$ cat src/include/xbar_consts.svh
// Crossbar size and width constants, included by the package and every RTL file
`ifndef XBAR_CONSTS_SVH
`define XBAR_CONSTS_SVH

// Port counts
`define XBAR_NUM_INIT   2
`define XBAR_NUM_TARGET 2
`define XBAR_NUM_RULES  3

// Each demux also drives a lane to its decode-error responder
`define XBAR_NUM_LANES  (`XBAR_NUM_TARGET + 1)

// Payload widths
`define XBAR_ADDR_W     32
`define XBAR_DATA_W     32
`define XBAR_ID_W       4   // Initiator-side ID, target side adds one bit

// Outstanding requests per initiator
`define XBAR_MAX_TRANS  7

`endif
$ cat src/logic/xbar_pkg.sv
// Shared crossbar types: payload vectors, channel structs and address rules
`include "xbar_consts.svh"

package xbar_pkg;

  typedef logic [`XBAR_ADDR_W-1:0] addr_t;
  typedef logic [`XBAR_DATA_W-1:0] data_t;
  typedef logic [`XBAR_ID_W-1:0]   init_id_t;
  typedef logic [`XBAR_ID_W:0]     tgt_id_t;   // Top bit names the initiator
  typedef logic [$clog2(`XBAR_NUM_TARGET)-1:0] tgt_idx_t;
  typedef logic [1:0]              sel_t;      // Value 2 selects the error responder
  typedef logic [1:0]              resp_code_t;

  localparam resp_code_t RESP_OKAY   = 2'b00;
  localparam resp_code_t RESP_DECERR = 2'b11;

  typedef struct packed {
    addr_t    addr;
    init_id_t id;
    logic     write;
    data_t    wdata;
  } init_req_t;

  typedef struct packed {
    addr_t   addr;
    tgt_id_t id;
    logic    write;
    data_t   wdata;
  } tgt_req_t;

  typedef struct packed {
    init_id_t   id;
    data_t      rdata;
    resp_code_t code;
  } init_rsp_t;

  typedef struct packed {
    tgt_id_t    id;
    data_t      rdata;
    resp_code_t code;
  } tgt_rsp_t;

  // Match when start_addr <= addr < end_addr
  typedef struct packed {
    tgt_idx_t idx;
    addr_t    start_addr;
    addr_t    end_addr;
  } rule_t;

endpackage

$ cat src/logic/xbar_top.sv
// Crossbar top level; one demux and error responder per initiator, one mux per target
`timescale 1ns/1ns
`include "xbar_consts.svh"

module xbar_top (
  input  logic                                        clk_i,
  input  logic                                        reset_i,
  input  xbar_pkg::init_req_t [`XBAR_NUM_INIT-1:0]    init_req_i,
  input  logic [`XBAR_NUM_INIT-1:0]                   init_req_valid_i,
  output logic [`XBAR_NUM_INIT-1:0]                   init_req_ready_o,
  output xbar_pkg::init_rsp_t [`XBAR_NUM_INIT-1:0]    init_rsp_o,
  output logic [`XBAR_NUM_INIT-1:0]                   init_rsp_valid_o,
  input  logic [`XBAR_NUM_INIT-1:0]                   init_rsp_ready_i,
  output xbar_pkg::tgt_req_t [`XBAR_NUM_TARGET-1:0]   tgt_req_o,
  output logic [`XBAR_NUM_TARGET-1:0]                 tgt_req_valid_o,
  input  logic [`XBAR_NUM_TARGET-1:0]                 tgt_req_ready_i,
  input  xbar_pkg::tgt_rsp_t [`XBAR_NUM_TARGET-1:0]   tgt_rsp_i,
  input  logic [`XBAR_NUM_TARGET-1:0]                 tgt_rsp_valid_i,
  output logic [`XBAR_NUM_TARGET-1:0]                 tgt_rsp_ready_o,
  input  xbar_pkg::rule_t [`XBAR_NUM_RULES-1:0]       addr_map_i,  // Shared by all initiators
  input  logic [`XBAR_NUM_INIT-1:0]                   en_default_i,
  input  xbar_pkg::tgt_idx_t [`XBAR_NUM_INIT-1:0]     default_idx_i
);

  import xbar_pkg::*;

  // Demux side, indexed [initiator][lane]
  init_req_t [`XBAR_NUM_INIT-1:0][`XBAR_NUM_LANES-1:0] dmx_req;
  logic      [`XBAR_NUM_INIT-1:0][`XBAR_NUM_LANES-1:0] dmx_valid;
  logic      [`XBAR_NUM_INIT-1:0][`XBAR_NUM_LANES-1:0] dmx_ready;
  init_rsp_t [`XBAR_NUM_INIT-1:0][`XBAR_NUM_LANES-1:0] dmx_rsp;
  logic      [`XBAR_NUM_INIT-1:0][`XBAR_NUM_LANES-1:0] dmx_rsp_valid;
  logic      [`XBAR_NUM_INIT-1:0][`XBAR_NUM_LANES-1:0] dmx_rsp_ready;

  // Mux side, indexed [target][initiator]
  init_req_t [`XBAR_NUM_TARGET-1:0][`XBAR_NUM_INIT-1:0] mux_req;
  logic      [`XBAR_NUM_TARGET-1:0][`XBAR_NUM_INIT-1:0] mux_valid;
  logic      [`XBAR_NUM_TARGET-1:0][`XBAR_NUM_INIT-1:0] mux_ready;
  init_rsp_t [`XBAR_NUM_TARGET-1:0][`XBAR_NUM_INIT-1:0] mux_rsp;
  logic      [`XBAR_NUM_TARGET-1:0][`XBAR_NUM_INIT-1:0] mux_rsp_valid;
  logic      [`XBAR_NUM_TARGET-1:0][`XBAR_NUM_INIT-1:0] mux_rsp_ready;

  for (genvar i = 0; i < `XBAR_NUM_INIT; i++) begin : gen_init
    xbar_demux u_xbar_demux (
      .clk_i            (clk_i),
      .reset_i          (reset_i),
      .init_req_i       (init_req_i[i]),
      .init_req_valid_i (init_req_valid_i[i]),
      .init_req_ready_o (init_req_ready_o[i]),
      .init_rsp_o       (init_rsp_o[i]),
      .init_rsp_valid_o (init_rsp_valid_o[i]),
      .init_rsp_ready_i (init_rsp_ready_i[i]),
      .addr_map_i       (addr_map_i),
      .en_default_i     (en_default_i[i]),
      .default_idx_i    (default_idx_i[i]),
      .lane_req_o       (dmx_req[i]),
      .lane_valid_o     (dmx_valid[i]),
      .lane_ready_i     (dmx_ready[i]),
      .lane_rsp_i       (dmx_rsp[i]),
      .lane_rsp_valid_i (dmx_rsp_valid[i]),
      .lane_rsp_ready_o (dmx_rsp_ready[i])
    );

    // Last lane ends in the error responder
    err_target u_err_target (
      .clk_i       (clk_i),
      .reset_i     (reset_i),
      .req_i       (dmx_req[i][`XBAR_NUM_TARGET]),
      .req_valid_i (dmx_valid[i][`XBAR_NUM_TARGET]),
      .req_ready_o (dmx_ready[i][`XBAR_NUM_TARGET]),
      .rsp_o       (dmx_rsp[i][`XBAR_NUM_TARGET]),
      .rsp_valid_o (dmx_rsp_valid[i][`XBAR_NUM_TARGET]),
      .rsp_ready_i (dmx_rsp_ready[i][`XBAR_NUM_TARGET])
    );

    for (genvar j = 0; j < `XBAR_NUM_TARGET; j++) begin : gen_cross
      assign mux_req[j][i]       = dmx_req[i][j];
      assign mux_valid[j][i]     = dmx_valid[i][j];
      assign dmx_ready[i][j]     = mux_ready[j][i];
      assign dmx_rsp[i][j]       = mux_rsp[j][i];
      assign dmx_rsp_valid[i][j] = mux_rsp_valid[j][i];
      assign mux_rsp_ready[j][i] = dmx_rsp_ready[i][j];
    end
  end

  for (genvar j = 0; j < `XBAR_NUM_TARGET; j++) begin : gen_tgt
    xbar_mux u_xbar_mux (
      .clk_i            (clk_i),
      .reset_i          (reset_i),
      .init_req_i       (mux_req[j]),
      .init_valid_i     (mux_valid[j]),
      .init_ready_o     (mux_ready[j]),
      .init_rsp_o       (mux_rsp[j]),
      .init_rsp_valid_o (mux_rsp_valid[j]),
      .init_rsp_ready_i (mux_rsp_ready[j]),
      .tgt_req_o        (tgt_req_o[j]),
      .tgt_req_valid_o  (tgt_req_valid_o[j]),
      .tgt_req_ready_i  (tgt_req_ready_i[j]),
      .tgt_rsp_i        (tgt_rsp_i[j]),
      .tgt_rsp_valid_i  (tgt_rsp_valid_i[j]),
      .tgt_rsp_ready_o  (tgt_rsp_ready_o[j])
    );
  end

endmodule

$ cat src/logic/xbar_mux.sv
// Per-target round-robin mux; tags IDs with the initiator, registers one beat, routes responses
`timescale 1ns/1ns
`include "xbar_consts.svh"

module xbar_mux (
  input  logic                                      clk_i,
  input  logic                                      reset_i,
  input  xbar_pkg::init_req_t [`XBAR_NUM_INIT-1:0]  init_req_i,
  input  logic [`XBAR_NUM_INIT-1:0]                 init_valid_i,
  output logic [`XBAR_NUM_INIT-1:0]                 init_ready_o,
  output xbar_pkg::init_rsp_t [`XBAR_NUM_INIT-1:0]  init_rsp_o,
  output logic [`XBAR_NUM_INIT-1:0]                 init_rsp_valid_o,
  input  logic [`XBAR_NUM_INIT-1:0]                 init_rsp_ready_i,
  output xbar_pkg::tgt_req_t                        tgt_req_o,
  output logic                                      tgt_req_valid_o,
  input  logic                                      tgt_req_ready_i,
  input  xbar_pkg::tgt_rsp_t                        tgt_rsp_i,
  input  logic                                      tgt_rsp_valid_i,
  output logic                                      tgt_rsp_ready_o
);

  import xbar_pkg::*;

  logic      prio;        // Initiator that wins a tie
  logic      gnt_idx;
  logic      gnt_valid;
  logic      load_en;
  logic      rsp_dst;     // Initiator named by the response ID
  init_req_t gnt_req;
  tgt_req_t  req_q;
  logic      req_valid_q;

  // Two initiators, so round robin is a single priority bit
  always_comb begin
    gnt_idx = prio;
    if (!init_valid_i[prio]) begin
      gnt_idx = !prio;
    end
  end

  assign gnt_valid = |init_valid_i;
  assign gnt_req   = init_req_i[gnt_idx];

  // Register is free when empty or draining this cycle
  assign load_en = !req_valid_q || tgt_req_ready_i;

  always_comb begin
    for (int i = 0; i < `XBAR_NUM_INIT; i++) begin
      init_ready_o[i] = load_en && gnt_valid && (gnt_idx == 1'(i));
    end
  end

  always_ff @(posedge clk_i) begin
    if (load_en && gnt_valid) begin
      req_q.addr  <= gnt_req.addr;
      req_q.id    <= tgt_id_t'({gnt_idx, gnt_req.id});  // Prefix with source initiator
      req_q.write <= gnt_req.write;
      req_q.wdata <= gnt_req.wdata;
    end
  end

  always_ff @(posedge clk_i) begin
    if (reset_i) begin
      req_valid_q <= 1'b0;
      prio        <= 1'b0;
    end else if (load_en) begin
      req_valid_q <= gnt_valid;
      if (gnt_valid) begin
        prio <= !gnt_idx;     // Other side goes first next time
      end
    end
  end

  assign tgt_req_o       = req_q;
  assign tgt_req_valid_o = req_valid_q;

  // Response path is purely combinational
  assign rsp_dst = tgt_rsp_i.id[`XBAR_ID_W];

  always_comb begin
    for (int i = 0; i < `XBAR_NUM_INIT; i++) begin
      init_rsp_o[i].id    = tgt_rsp_i.id[`XBAR_ID_W-1:0];
      init_rsp_o[i].rdata = tgt_rsp_i.rdata;
      init_rsp_o[i].code  = tgt_rsp_i.code;
      init_rsp_valid_o[i] = tgt_rsp_valid_i && (rsp_dst == 1'(i));
    end
  end

  assign tgt_rsp_ready_o = init_rsp_ready_i[rsp_dst];

endmodule

$ cat src/logic/err_target.sv
// Decode-error responder; absorbs unmapped requests and answers each with DECERR
`timescale 1ns/1ns
`include "xbar_consts.svh"

module err_target (
  input  logic                clk_i,
  input  logic                reset_i,
  input  xbar_pkg::init_req_t req_i,
  input  logic                req_valid_i,
  output logic                req_ready_o,
  output xbar_pkg::init_rsp_t rsp_o,
  output logic                rsp_valid_o,
  input  logic                rsp_ready_i
);

  import xbar_pkg::*;

  init_id_t   id_mem [2];   // Two pending IDs
  logic       wr_ptr;
  logic       rd_ptr;
  logic [1:0] count;
  logic       push;
  logic       pop;

  assign req_ready_o = (count != 2'd2);
  assign rsp_valid_o = (count != 2'd0);

  assign push = req_valid_i && req_ready_o;
  assign pop  = rsp_valid_o && rsp_ready_i;

  always_comb begin
    rsp_o       = '0;
    rsp_o.id    = id_mem[rd_ptr];
    rsp_o.code  = RESP_DECERR;   // rdata stays zero
  end

  always_ff @(posedge clk_i) begin
    if (push) begin
      id_mem[wr_ptr] <= req_i.id;
    end
  end

  always_ff @(posedge clk_i) begin
    if (reset_i) begin
      wr_ptr <= 1'b0;
      rd_ptr <= 1'b0;
      count  <= 2'd0;
    end else begin
      if (push) begin
        wr_ptr <= !wr_ptr;
      end
      if (pop) begin
        rd_ptr <= !rd_ptr;
      end
      case ({push, pop})
        2'b10:   count <= count + 2'd1;
        2'b01:   count <= count - 2'd1;
        default: count <= count;
      endcase
    end
  end

endmodule

$ cat src/logic/xbar_demux.sv
// Per-initiator request steering onto target lanes or the error lane, with in-order responses
`timescale 1ns/1ns
`include "xbar_consts.svh"

module xbar_demux (
  input  logic                                       clk_i,
  input  logic                                       reset_i,
  input  xbar_pkg::init_req_t                        init_req_i,
  input  logic                                       init_req_valid_i,
  output logic                                       init_req_ready_o,
  output xbar_pkg::init_rsp_t                        init_rsp_o,
  output logic                                       init_rsp_valid_o,
  input  logic                                       init_rsp_ready_i,
  input  xbar_pkg::rule_t [`XBAR_NUM_RULES-1:0]      addr_map_i,
  input  logic                                       en_default_i,
  input  xbar_pkg::tgt_idx_t                         default_idx_i,
  output xbar_pkg::init_req_t [`XBAR_NUM_LANES-1:0]  lane_req_o,
  output logic [`XBAR_NUM_LANES-1:0]                 lane_valid_o,
  input  logic [`XBAR_NUM_LANES-1:0]                 lane_ready_i,
  input  xbar_pkg::init_rsp_t [`XBAR_NUM_LANES-1:0]  lane_rsp_i,
  input  logic [`XBAR_NUM_LANES-1:0]                 lane_rsp_valid_i,
  output logic [`XBAR_NUM_LANES-1:0]                 lane_rsp_ready_o
);

  import xbar_pkg::*;

  localparam int cnt_w = $clog2(`XBAR_MAX_TRANS + 1);

  tgt_idx_t           dec_idx;
  logic               dec_error;
  sel_t               sel;
  sel_t               last_sel;     // Destination of the outstanding requests
  logic [cnt_w-1:0]   out_cnt;
  logic               allow;
  logic               lane_rdy;
  logic               req_fire;
  logic               rsp_fire;

  addr_decode u_addr_decode (
    .addr_i        (init_req_i.addr),
    .addr_map_i    (addr_map_i),
    .en_default_i  (en_default_i),
    .default_idx_i (default_idx_i),
    .idx_o         (dec_idx),
    .dec_error_o   (dec_error)
  );

  assign sel = dec_error ? sel_t'(`XBAR_NUM_TARGET) : sel_t'(dec_idx);

  // New destination only once everything has drained, never past the limit
  assign allow = (out_cnt == '0) ||
                 ((sel == last_sel) && (out_cnt != cnt_w'(`XBAR_MAX_TRANS)));

  always_comb begin
    lane_rdy = 1'b0;
    for (int k = 0; k < `XBAR_NUM_LANES; k++) begin
      lane_req_o[k]   = init_req_i;  // Payload fans out, valid picks the lane
      lane_valid_o[k] = init_req_valid_i && allow && (sel == sel_t'(k));
      if (sel == sel_t'(k)) begin
        lane_rdy = lane_ready_i[k];
      end
    end
  end

  assign init_req_ready_o = allow && lane_rdy;

  // Responses come back on the lane that holds the outstanding requests
  always_comb begin
    init_rsp_o       = '0;
    init_rsp_valid_o = 1'b0;
    for (int k = 0; k < `XBAR_NUM_LANES; k++) begin
      lane_rsp_ready_o[k] = init_rsp_ready_i && (last_sel == sel_t'(k));
      if (last_sel == sel_t'(k)) begin
        init_rsp_o       = lane_rsp_i[k];
        init_rsp_valid_o = lane_rsp_valid_i[k];
      end
    end
  end

  assign req_fire = init_req_valid_i && init_req_ready_o;
  assign rsp_fire = init_rsp_valid_o && init_rsp_ready_i;

  always_ff @(posedge clk_i) begin
    if (reset_i) begin
      last_sel <= '0;
      out_cnt  <= '0;
    end else begin
      if (req_fire) begin
        last_sel <= sel;
      end
      if (req_fire && !rsp_fire) begin
        out_cnt <= out_cnt + 1'b1;
      end else if (!req_fire && rsp_fire) begin
        out_cnt <= out_cnt - 1'b1;
      end
    end
  end

endmodule

$ cat src/logic/addr_decode.sv
// Address decoder for one initiator; maps an address onto a target index via the rule map
`timescale 1ns/1ns
`include "xbar_consts.svh"

module addr_decode (
  input  xbar_pkg::addr_t                        addr_i,
  input  xbar_pkg::rule_t [`XBAR_NUM_RULES-1:0]  addr_map_i,
  input  logic                                   en_default_i,
  input  xbar_pkg::tgt_idx_t                     default_idx_i,
  output xbar_pkg::tgt_idx_t                     idx_o,
  output logic                                   dec_error_o
);

  import xbar_pkg::*;

  tgt_idx_t match_idx;
  logic     match;

  // Walk all rules, a later hit overrides an earlier one
  always_comb begin
    match     = 1'b0;
    match_idx = '0;
    for (int r = 0; r < `XBAR_NUM_RULES; r++) begin
      if ((addr_i >= addr_map_i[r].start_addr) && (addr_i < addr_map_i[r].end_addr)) begin
        match     = 1'b1;
        match_idx = addr_map_i[r].idx;
      end
    end
  end

  always_comb begin
    idx_o       = match_idx;
    dec_error_o = 1'b0;
    if (!match) begin
      idx_o       = default_idx_i;  // Only meaningful when the default is on
      dec_error_o = !en_default_i;
    end
  end

endmodule

$ cat config.mk
export PLATFORM = sky130hd
export DESIGN_NAME = xbar_top
export DESIGN_NICKNAME = d
export VERILOG_FILES = /design/src/logic/xbar_pkg.sv /design/src/logic/xbar_top.sv /design/src/logic/xbar_mux.sv /design/src/logic/err_target.sv /design/src/logic/xbar_demux.sv /design/src/logic/addr_decode.sv
export VERILOG_INCLUDE_DIRS = /design/src /design/src/include
export SDC_FILE = /design/constraint.sdc
export NUM_CORES = 1
export LEC_CHECK = 0
export BUFFER_PORTS_ARGS = -buffer_cell sky130_fd_sc_hd__buf_2
export CAP_MARGIN = 20
export CORE_AREA = 2 2 253 255
export DETAILED_ROUTE_END_ITERATION = 16
export DIE_AREA = 0 0 255 257
export HOLD_SLACK_MARGIN = 0.06
export PLACE_DENSITY_LB_ADDON = 0.1
export SYNTH_ARGS = -nofsm -noshare
export SYNTH_HDL_FRONTEND = slang
export SYNTH_SLANG_ARGS = --single-unit
$ cat constraint.sdc
create_clock -name clk_i -period 6.65 [get_ports clk_i]
set_input_delay 0.3325 -clock clk_i [delete_from_list [all_inputs] [get_ports clk_i]]
set_output_delay 0.3325 -clock clk_i [all_outputs]
set_load 0.05 [all_outputs]
Yosys cells after proc, flatten, opt, wreduce, memory -nomap -nowiden --
Memory sizes are Yosys's and may differ from the RTL's. A register that Yosys moved wholly into a read port is not among the register bits. Index checks and enable logic that the tools add are counted.
Storage, ports and cells: flip-flop bits (word level) 162, bits in latches 0, memory bits (writable) 16, ROM bits 0, input port bits 425, output and inout bits 224, word-level logic and storage cells 218, memories 2
Cells by class: add/subtract/negate cells 8, $mul 0, divide/modulo/power cells 0, $lt $le $gt $ge 18, eq/ne operators 18, shift-type cells 0, multiplexer cells 64, bitwise gates (word level) 4, reduce and logical (&&, ||, !) cells 82
Memory list:
- gen_init[0].u_err_target.id_mem | depth 2, width 4, read ports 1, clocked after memory_dff 1, wr ports 1, RTL line err_target.sv:18 | init_id_t id_mem [2];
- gen_init[1].u_err_target.id_mem | depth 2, width 4, read ports 1, clocked after memory_dff 1, wr ports 1, RTL line err_target.sv:18
Operator list (count):
- $mux 69 | 4
- $mux 38 | 6
- $ge 32x32->1 | 6
- $lt 32x32->1 | 6
- $logic_and 1x1->1 | 46
- $mux 1 | 46
- $logic_not 1->1 | 16
- $eq 2x1->1 const B | 6
- $eq 2x2->1 const B | 6
- $lt 1x2->1 const B | 6
- $mux 3 | 4
- $reduce_bool 2->1 | 6
- $logic_not 2->1 | 4
- $pmux 2 s2 | 2
- $add 3x1->3 const B | 2
- $logic_not 3->1 | 2
- $ne 3x3->1 const B | 2
- $sub 3x1->3 const B | 2
- $add 2x1->2 const B | 2
- $eq 2x2->1 | 2
- $logic_or 1x1->1 | 4
- $mux 2 | 2
- $ne 2x2->1 const B | 2
- $not 1->1 | 4
- other kinds (3) | 6

Longest topological paths before layout --
Gate-level depths: netlist (run 1).
depth after elaboration 26, gate-level depth with buffers 21, depth with buffers taken out 21

Hierarchy --
From an unflattened synthesis (run 1), not the netlist that was laid out.
Second synthesis, totals: cells, all modules 2730, area, all modules 24398.4 µm²
Modules (own cells, without submodules):
- addr_decode | instances 2, cells each 668, area each 4767.1 µm², seq. area each 0.0 µm²
- xbar_mux | instances 2, cells each 243, area each 3933.8 µm², seq. area each 2142.1 µm²
- xbar_demux | instances 2, cells each 382, area each 2727.6 µm², seq. area each 100.1 µm²
- err_target | instances 2, cells each 72, area each 770.7 µm², seq. area each 340.3 µm²

Worst setup path after synthesis (run 1) --
No wires, ideal clock.
path kind input to register, from input addr_map_i[14] in the netlist's numbering, to register gen_tgt[0].u_xbar_mux.req_q, in the netlist gen_tgt[0].u_xbar_mux.tgt_req_o[0], enable pin, library setup time 525 ps, arrival 6345 ps, required time 6125 ps, slack -220 ps, stages 13, buffers on the path 0, path through inv_1 > ha_1 > nand4_1 > or4_1 > a221oi_1 > or4_1 > a31oi_1 > a31o_1 > a31o_2 > a31oi_4 > xor2_2 > o2111ai_4 > a21oi_1
On the way: word-level cells in the longest chain between the ends 14, elaborated cells between the ends (all ways) 36, those cells by class order compare: 2; eq/ne: 2; mux: 18; reduce/logical: 14
RTL lines:
- start, declared | RTL line xbar_top.sv:20 | input xbar_pkg::rule_t [`XBAR_NUM_RULES-1:0] addr_map_i,
- $lt 32x32->1 | RTL line addr_decode.sv:24 | if ((addr_i >= addr_map_i[r].start_addr) && (addr_i < addr_map_i[r].end_addr)) begin
- $logic_and 1x1->1 | RTL line addr_decode.sv:24
- $mux 1 (3 in a row) | RTL line addr_decode.sv:24
- $mux 1 | RTL line addr_decode.sv:34 | if (!match) begin
- $mux 2 | RTL line xbar_demux.sv:48 | assign sel = dec_error ? sel_t'(`XBAR_NUM_TARGET) : sel_t'(dec_idx);
- $eq 2x2->1 | RTL line xbar_demux.sv:52 | ((sel == last_sel) && (out_cnt != cnt_w'(`XBAR_MAX_TRANS)));
- $logic_and 1x1->1 | RTL line xbar_demux.sv:52
- $logic_or 1x1->1 | RTL line xbar_demux.sv:51 | assign allow = (out_cnt == '0) ||
- $logic_and 1x1->1 (2 in a row) | RTL line xbar_demux.sv:58 | lane_valid_o[k] = init_req_valid_i && allow && (sel == sel_t'(k));
- $reduce_or 2->1 (*) | RTL line xbar_mux.sv:41 | assign gnt_valid = |init_valid_i;
- $logic_and 1x1->1 (*) | RTL line xbar_mux.sv:54 | if (load_en && gnt_valid) begin
- end, declared | RTL line xbar_mux.sv:30 | tgt_req_t req_q;
Every way passes the cells marked *; elsewhere a longest branch is shown, timed or not. A chain may end at the register's enable or synchronous reset.

Worst setup path in the final report (run 1) --
from input init_req_i[120] in the netlist's numbering, to register gen_init[1].u_xbar_demux.out_cnt[2]
On the way: word-level cells in the longest chain between the ends 24, elaborated cells between the ends (all ways) 49, those cells by class order compare: 6; eq/ne: 3; mux: 19; reduce/logical: 21
RTL lines:
- start, declared | RTL line xbar_top.sv:8 | input xbar_pkg::init_req_t [`XBAR_NUM_INIT-1:0] init_req_i,
- $ge 32x32->1 or $lt 32x32->1 (tied branches) | RTL line addr_decode.sv:24
- $logic_and 1x1->1 | RTL line addr_decode.sv:24
- $mux 1 (3 in a row) | RTL line addr_decode.sv:24
- $mux 1 | RTL line addr_decode.sv:34
- $mux 2 (*) | RTL line xbar_demux.sv:48
- $eq 2x2->1 | RTL line xbar_demux.sv:52
- $logic_and 1x1->1 | RTL line xbar_demux.sv:52
- $logic_or 1x1->1 | RTL line xbar_demux.sv:51
- [... 5 more ...]
- $logic_and 1x1->1 | RTL line xbar_mux.sv:49 | init_ready_o[i] = load_en && gnt_valid && (gnt_idx == 1'(i));
- $mux 1 (3 in a row) | RTL line xbar_demux.sv:59 | if (sel == sel_t'(k)) begin
- $logic_and 1x1->1 (*) | RTL line xbar_demux.sv:65 | assign init_req_ready_o = allow && lane_rdy;
- $logic_and 1x1->1 (*) | RTL line xbar_demux.sv:80 | assign req_fire = init_req_valid_i && init_req_ready_o;
- net gen_init[1].u_xbar_demux.req_fire | RTL line xbar_demux.sv:36 | logic req_fire;
- $logic_not 1->1 | RTL line xbar_demux.sv:93 | end else if (!req_fire && rsp_fire) begin
- $logic_and 1x1->1 | RTL line xbar_demux.sv:93
- $reduce_bool 2->1 (no source line)
- end signal, assigned | RTL line xbar_demux.sv:92 | out_cnt <= out_cnt + 1'b1;
- end signal, assigned | RTL line xbar_demux.sv:94 | out_cnt <= out_cnt - 1'b1;
- end, declared | RTL line xbar_demux.sv:33 | logic [cnt_w-1:0] out_cnt;
The timed path passes the listed nets; every way through them passes the cells marked *. The select of a mux whose other input is x is not followed.

==> impl_results.md, run 1 <==
- Max clock buf depth: 2
- Final period util: between 80% and 90%
- Post-synthesis async set-or-reset flop share: 0%
- Die Span Y: between 200 and 300 um
- Top FF cell, synth: edfxtp_1
- Status: finished, final reports clean
- CP max stage cell: or4_1
- Share of the synthesized area in the top cell type: roughly a quarter
- Postcts setup bufs: 0
- First-pass DRT Iterations: 5
- Synth Warn #: 0
- Setup violations, final: 0
- Layout cells sized above 1: about 30%
- Number of synthesized register bits: 180
- ANT nets after route: 0
- Row count: 92
- Post-Syn Area: about 18000 um2
- First-pass GRT wire length: about 110000 um
- Initial antenna violation count: 27
- Relative slew slack: between 20% and 30%
- WS Path Type: input port to flip-flop
- HP Class: input port to flip-flop
- Simple-Gate Fraction of Synth Area: approximately 16%
- Slew @ Worst Pin: roughly 1.1 ns
- Sequential share of the synthesized area: roughly 28%
- Largest net degree at the start of global routing: 73
- Number of global-route vias before repair: roughly 18000
- Power per cell area: approximately 330 nW/um2
- Post-synth EDFFs: 156
- Synth Instances: ~2000
- Synth Area in XOR/XNOR: 0.765%
- Synth top area cells: ha_1, edfxtp_1, nand2_1
- Post-synth net total: about 2800
- # H-tree levels: 4
- Remaining DRCs: 0
- Crit path DAT: between 5 and 6 ns
- DRT iter0 DRCs: slightly above 1000
- Largest family of logic cells by synthesized area: adder cells
- GRT Total Usage: 23.5%
- DP Wirelength: 64300 um
- CP max FO: 8
- Post-Layout Cell Count: 3506
- Total gr overflow: 0
- Critical Path RT: ~7.1 ns
- Clock skew: 0.0201 ns
- Die width: around 260 um
- IO Pins: around 650
- Gpl congestion: 0.927
- Post-synth top area cell: ha_1
- Post-synthesis compound-gate area fraction: between 10% and 20%
- Max stage delay on crit path: ~0.63 ns
- Core area: 62700 um2
- Critical path, cell by cell: buf_2 > ha_1 > nand4_1 > or4_1 > a221oi_1 > or4_1 > a31oi_1 > nand2_1 > nand3_1 > or3_4 > a311oi_4 > o211a_1 > or2_2 > o2111ai_2 > inv_1 > ha_1 > inv_1 > fa_1 > xor2_1 > or3_1 > a21oi_1
- Root Buffer: clkbuf_16
- Setup TNS Final: 0 ns
- Max-cap viol count: 0
- Most common cell after layout, fill and taps aside: buf_2
- Dpl ws: around 0.56 ns
- Post-Route WL: between 70000 and 80000 um
- Post-DR vias/cell: approximately 5.0
- Commonest non-fill, non-tap cells in the layout: buf_2, ha_1, nand2_1
- P_leak: 11.4 nW
- Crit end category: flip-flop
- Synth unique cells: 86
- Fin crit period: ~5.5 ns
- Area growth syn-to-layout: 26.9%
- Fmax: approximately 180 MHz
- Hold_ws: 0.102 ns
- Initial core utilization: between 20 and 30%
- Post-Synth Adder-Cell Area: between 20% and 30%
- Clk sinks: 180
- Post-Syn Area per Cell: around 9 um2
- Post-route setup slack: between 1 and 1.5 ns
- Vias: about 17000
- RSZ-0062 raised after global routing: false
- Drt wl/cell: around 22 um
- Clock-pin slew on the worst setup and hold paths: roughly 0.080 ns
- Nets@finish: roughly 3400
- Final Hold Vio Count: 0
- Die ar.: roughly 66000 um2
- CTS tree: yes
- Cell total after placement: between 3000 and 4000
- I/O Buffers: ~650
- CTS buffer count: 17
- Worst-Skew Late Latency: between 0.5 and 0.6 ns
- Design Power: approximately 0.0076 W
- CP Launch Type: input port
- Mux cell area share after synthesis: under 10%
- Fin. max-slew vios: 0
- Maximum vdd ir drop: around 0.00024 V
[power breakdown]
part	internal, W	switching (W)	leakage [nW]	total [W]
Combinational	0.00117	0.00338	9.41	0.00456
Clock	0.000528	0.000627	0.310	0.00116
Sequential	0.00175	0.000111	1.66	0.00186
[layout make-up]
| cell class | count | area [um2] |
|---|---|---|
| inverter | 214 | 803 |
| multi-input combinational | 1552 | 11900 |
| clock buffer | 17 | 425 |
| tap | 846 | 1060 |
| clock inverter | 15 | 218 |
| fill | 6595 | 39700 |
| antenna | 9 | 22.5 |
| timing repair buffer | 673 | 3470 |
| sequential | 180 | 5170 |
[stage by stage]
step	util, %	area, um2
after floorplan	-	18100
after detailed placement	35.5	22300
after global placement	35.5	22300
after global routing	36.7	23000
final	36.7	23000
after CTS	36.7	23000
[final timing paths]
kind | slack (ns) | from | to | cells past startpoint
worst max-delay path | 1.10 | init_req_i[120] | gen_init[1].u_xbar_demux.out_cnt[2] | 21
worst min-delay path | 0.10 | init_req_i[31] | gen_tgt[1].u_xbar_mux.tgt_req_o[31] | 3
worst max register to register | 2.55 | gen_init[1].u_xbar_demux.last_sel[1] | gen_init[1].u_xbar_demux.out_cnt[2] | 14
worst min register to register | 0.51 | gen_init[1].u_err_target.count[1] | gen_init[1].u_err_target.count[1] | 2
[kinds of logic (layout without fill, tap and decap cells)]
logic type / Yosys count / count (layout)
simple gates: 628 / 628
fa+ha+maj: 384 / 384
compound gates: 381 / 381
buf+inv: 270 / 919
flops: 180 / 180
mux: 144 / 144
xor+xnor: 15 / 15
other cells: 0 / 9
[Yosys cell counts (8+ instances only)]
master     count
a2111oi_0     11
a211o_1        8
a211oi_1      14
a21o_1        26
a21oi_1      135
a221oi_1      14
a31oi_1        9
and4_1        16
buf_4          8
buf_6          8
clkbuf_1      31
dfxtp_1       24
edfxtp_1     156
ha_1         382
inv_1        213
mux2_2        65
mux2i_1       74
nand2_1      315
nand2b_1      18
nand3_1       28
nand4_1       50
nor2_1       137
nor2b_1        8
nor3_1        18
o211ai_1      13
o21a_1        14
o21ai_0       79
or3_1          8
xnor2_1        8
[worst max-delay path, delay by kind of cell]
kind,cells,cell delay (ns)
simple gates,8,2.54
fa+ha+maj,3,0.91
compound gates,6,1.68
xor+xnor,1,0.17
buf+inv,3,0.35
[what timing repair did]
action / 4_1_cts / 5_1_grt
hold buffers: 10 / 0
hold endpoints to repair: 15 / 0
gates resized for setup: 0 / 0
[layer usage]
| metal | share of wire [%] | vias to the layer above | GRT usage (%) |
|---|---|---|---|
| met1 | 45 | 8283 | 30.5 |
| met3 | 5.3 | 96 | 4.52 |
| met5 | 0.13 | - | 0 |
| li1 | - | 8550 | - |
| met4 | 2.2 | 18 | 7.08 |
| met2 | 47 | 487 | 39.1 |
[registers in the layout (all words and copies together) (netlist names), named ones only]
| signal | flops |
|---|---|
| gen_init.u_err_target.count | 4 |
| gen_init.u_err_target.id_mem | 16 |
| gen_init.u_err_target.rd_ptr | 2 |
| gen_init.u_err_target.wr_ptr | 2 |
| gen_init.u_xbar_demux.last_sel | 4 |
| gen_init.u_xbar_demux.out_cnt | 6 |
| gen_tgt.u_xbar_mux.prio | 2 |
| gen_tgt.u_xbar_mux.tgt_req_o | 140 |
| gen_tgt.u_xbar_mux.tgt_req_valid_o | 2 |
No activity file was read; power rests on OpenSTA's default activity.
==> run 2: changes to the inputs <==
clock period = 4.5 ns   (was 6.65 ns; I/O delays follow)
==> impl_results.md, run 2 (same netlist as run 1, synthesis figures left out) <==
- Area growth syn-to-layout: 52.5%
- Final period util: 101%
- Fmax: ~220 MHz
- HP Class: input port to flip-flop
- Drt wl/cell: 20.6 um (-8.1%)
- Status: finished with violations
- Core area: 62700 um2 (unchanged)
- WS Path Type: input port to flip-flop
- Post-DR vias/cell: 4.84 (-2.7%)
- Die ar.: 65500 um2 (unchanged)
- Hold Crit Start: init_req_i[75]
- Root Buffer: clkbuf_16
- Met2 WL: 39300 um (+6.1%)
- Die Span Y: 257 um (unchanged)
- WHS Endpoint: gen_tgt[0].u_xbar_mux.tgt_req_o[6]
- Maximum vdd ir drop: 0.000255 V (+5.7%)
- Setup violations, final: 1 (+1)
- CTS tree: yes
- Gpl congestion: 0.956 (+3.1%)
- Fin. max-slew vios: 0 (unchanged)
- CTS buffer count: 17 (unchanged)
- Hold_ws: 0.0988 ns (-0.00346 ns)
- Vias: 19314 (+11%)
- FF-to-FF End: gen_init[1].u_xbar_demux.out_cnt[2]
- Die width: 255 um (unchanged)
- Final Hold Vio Count: 0 (unchanged)
- ANT nets after route: 0 (unchanged)
- Layout cells sized above 1: 40.1% (+10 points)
- GRT Total Usage: 24.4% (+0.98 points)
- Worst Hold Path Cells: 2 (-1)
- Worst-Skew Late Latency: 0.50 ns (about the same)
- Met3 wire len: 4100 um (-1.7%)
- Total gr overflow: 0 (unchanged)
- Fin crit period: between 4 and 5 ns
- Top Metal Used: met5
- Max FFs per register: 140 (unchanged)
- Max clock buf depth: 2 (unchanged)
- Slew @ Worst Pin: 0.688 ns (-0.378 ns)
- Reg-to-reg slack, setup: 1.26 ns (-1.29 ns)
- Critical Path RT: 4.92 ns (-2.16 ns)
- Post-Layout Cell Count: 3990 (+14%)
- Row count: 92 (unchanged)
- Cell total after placement: 3838 (+11%)
- I/O Buffers: 648 (unchanged)
- P_leak: 13.8 nW (+21%)
- RSZ-0062 raised after global routing: true
- Initial antenna violation count: 11 (-59%)
- Crit end category: flip-flop
- Crit path DAT: 4.95 ns (-1.03 ns)
- CP Launch Type: input port
- WL met1: 36700 um (+3.5%)
- Commonest non-fill, non-tap cells in the layout: buf_2, buf_4, ha_1
- DRT iter0 DRCs: 1042 (+2.4%)
- # H-tree levels: 4 (unchanged)
- Clock-pin slew on the worst setup and hold paths: 0.09 ns (about the same)
- Largest net degree at the start of global routing: 50 (-32%)
- Clock skew: 0.0199 ns (-0.000126 ns)
- IO Pins: 649 (unchanged)
- Worst R2R Start: gen_init[1].u_xbar_demux.out_cnt[1]
- Clk sinks: 180 (unchanged)
- Cells on worst reg2reg path: 13 (-1)
- CP max FO: 3 (-5)
- Post-route setup slack: -0.0353 ns (-1.14 ns)
- Nets@finish: 3937 (+14%)
- Remaining DRCs: 0 (unchanged)
- Relative slew slack: 53.8% (+25 points)
- Max-cap viol count: 0 (unchanged)
- Power per cell area: 443 nW/um2 (+35%)
- Initial core utilization: 28.9% (unchanged)
- First-pass DRT Iterations: 7 (+2)
- First-pass GRT wire length: 120000 um (+5.3%)
- Post-Route WL: 82100 um (+4.6%)
- Most common cell after layout, fill and taps aside: buf_2
- Failing checks: setup timing
- Number of global-route vias before repair: 20082 (+13%)
- DP Wirelength: 68800 um (+7.0%)
[run 2: through the flow]
| stage | area [um2] | power, W | setup slack [ns] | TNS, ns | utilization (%) |
|---|---|---|---|---|---|
| global placement | 25400 | 0.0103 | -1.05 | -93.53 | 40.5 |
| detailed placement | 25400 | 0.0103 | -1.12 | -94.02 | 40.5 |
| floorplan | 18200 | 0.00766 | -0.0266 | -0.0266 | - |
| finish | 27700 | 0.0123 | -0.0353 | -0.0353 | 44.1 |
| global route | 27700 | 0.0130 | -0.163 | -0.297 | 44.1 |
| CTS | 27300 | 0.0123 | 0.00444 | 0 | 43.5 |
[run 2: cell type report]
| cell class | count | area, um2 |
|---|---|---|
| Fill cell | 6288 | 35100 |
| Multi-Input combinational cell | 1552 | 12400 |
| Timing Repair Buffer | 1163 | 7630 |
| Sequential cell | 180 | 5170 |
| Tap cell | 846 | 1060 |
| Inverter | 214 | 808 |
| Clock buffer | 17 | 425 |
| Clock inverter | 15 | 201 |
| Antenna cell | 3 | 7.51 |
[run 2: power by group]
group	switching, W	total (W)	leakage (nW)	internal [W]
Clock	0.000891	0.00166	0.300	0.000765
Sequential	0.000187	0.00276	1.66	0.00258
Combinational	0.00524	0.00784	11.9	0.00261
Total	0.00631	0.0123	13.8	0.00595
[run 2: worst max-delay path by stage]
| stage | cells past startpoint | slack (ns) | from | endpoint |
|---|---|---|---|---|
| detailed placement | 22 | -1.12 | init_req_i[62] | gen_init[0].u_xbar_demux.out_cnt[2] |
| global route | 23 | -0.16 | addr_map_i[150] | gen_init[0].u_xbar_demux.out_cnt[2] |
| finish | 23 | -0.04 | init_req_i[54] | gen_init[0].u_xbar_demux.out_cnt[2] |
| CTS | 24 | 0.004 | init_req_i[52] | gen_init[1].u_xbar_demux.out_cnt[2] |
| global placement | 22 | -1.05 | init_req_i[62] | gen_init[0].u_xbar_demux.out_cnt[2] |
| floorplan | 20 | -0.03 | addr_map_i[14] | gen_init[0].u_xbar_demux.out_cnt[2] |
[run 2: repair_timing]
| action | CTS | global route |
|---|---|---|
| hold endpoints to repair | 89 | 0 |
| pin swaps | 17 | 30 |
| hold buffers | 107 | 0 |
| setup buffers | 2 | 9 |
| endpoints found under the setup margin | 78 | 21 |
| gates resized for setup | 39 | 69 |
[run 2: worst max-delay path, stage by stage]
cell	delay [ns]
buf_4	0.13
ha_4	0.24
buf_4	0.13
nand4_1	0.08
nor3_1	0.06
a2111o_1	0.47
a2111oi_4	0.45
buf_4	0.19
o21ai_4	0.06
or3_1	0.37
o31a_1	0.17
a21oi_2	0.21
mux2_4	0.20
buf_6	0.09
and3_4	0.17
o211ai_1	0.12
a211oi_2	0.31
ha_2	0.24
inv_2	0.04
fa_2	0.36
xor2_2	0.15
or3_1	0.36
a21oi_2	0.11
[run 2: per-layer routing]
layer  vias to the layer above  GRT usage, %
li1                       9519             -
met1                      9126          30.9
met2                       553          42.2
met3                       106          4.68
met4                        10          6.32
met5                         -             0
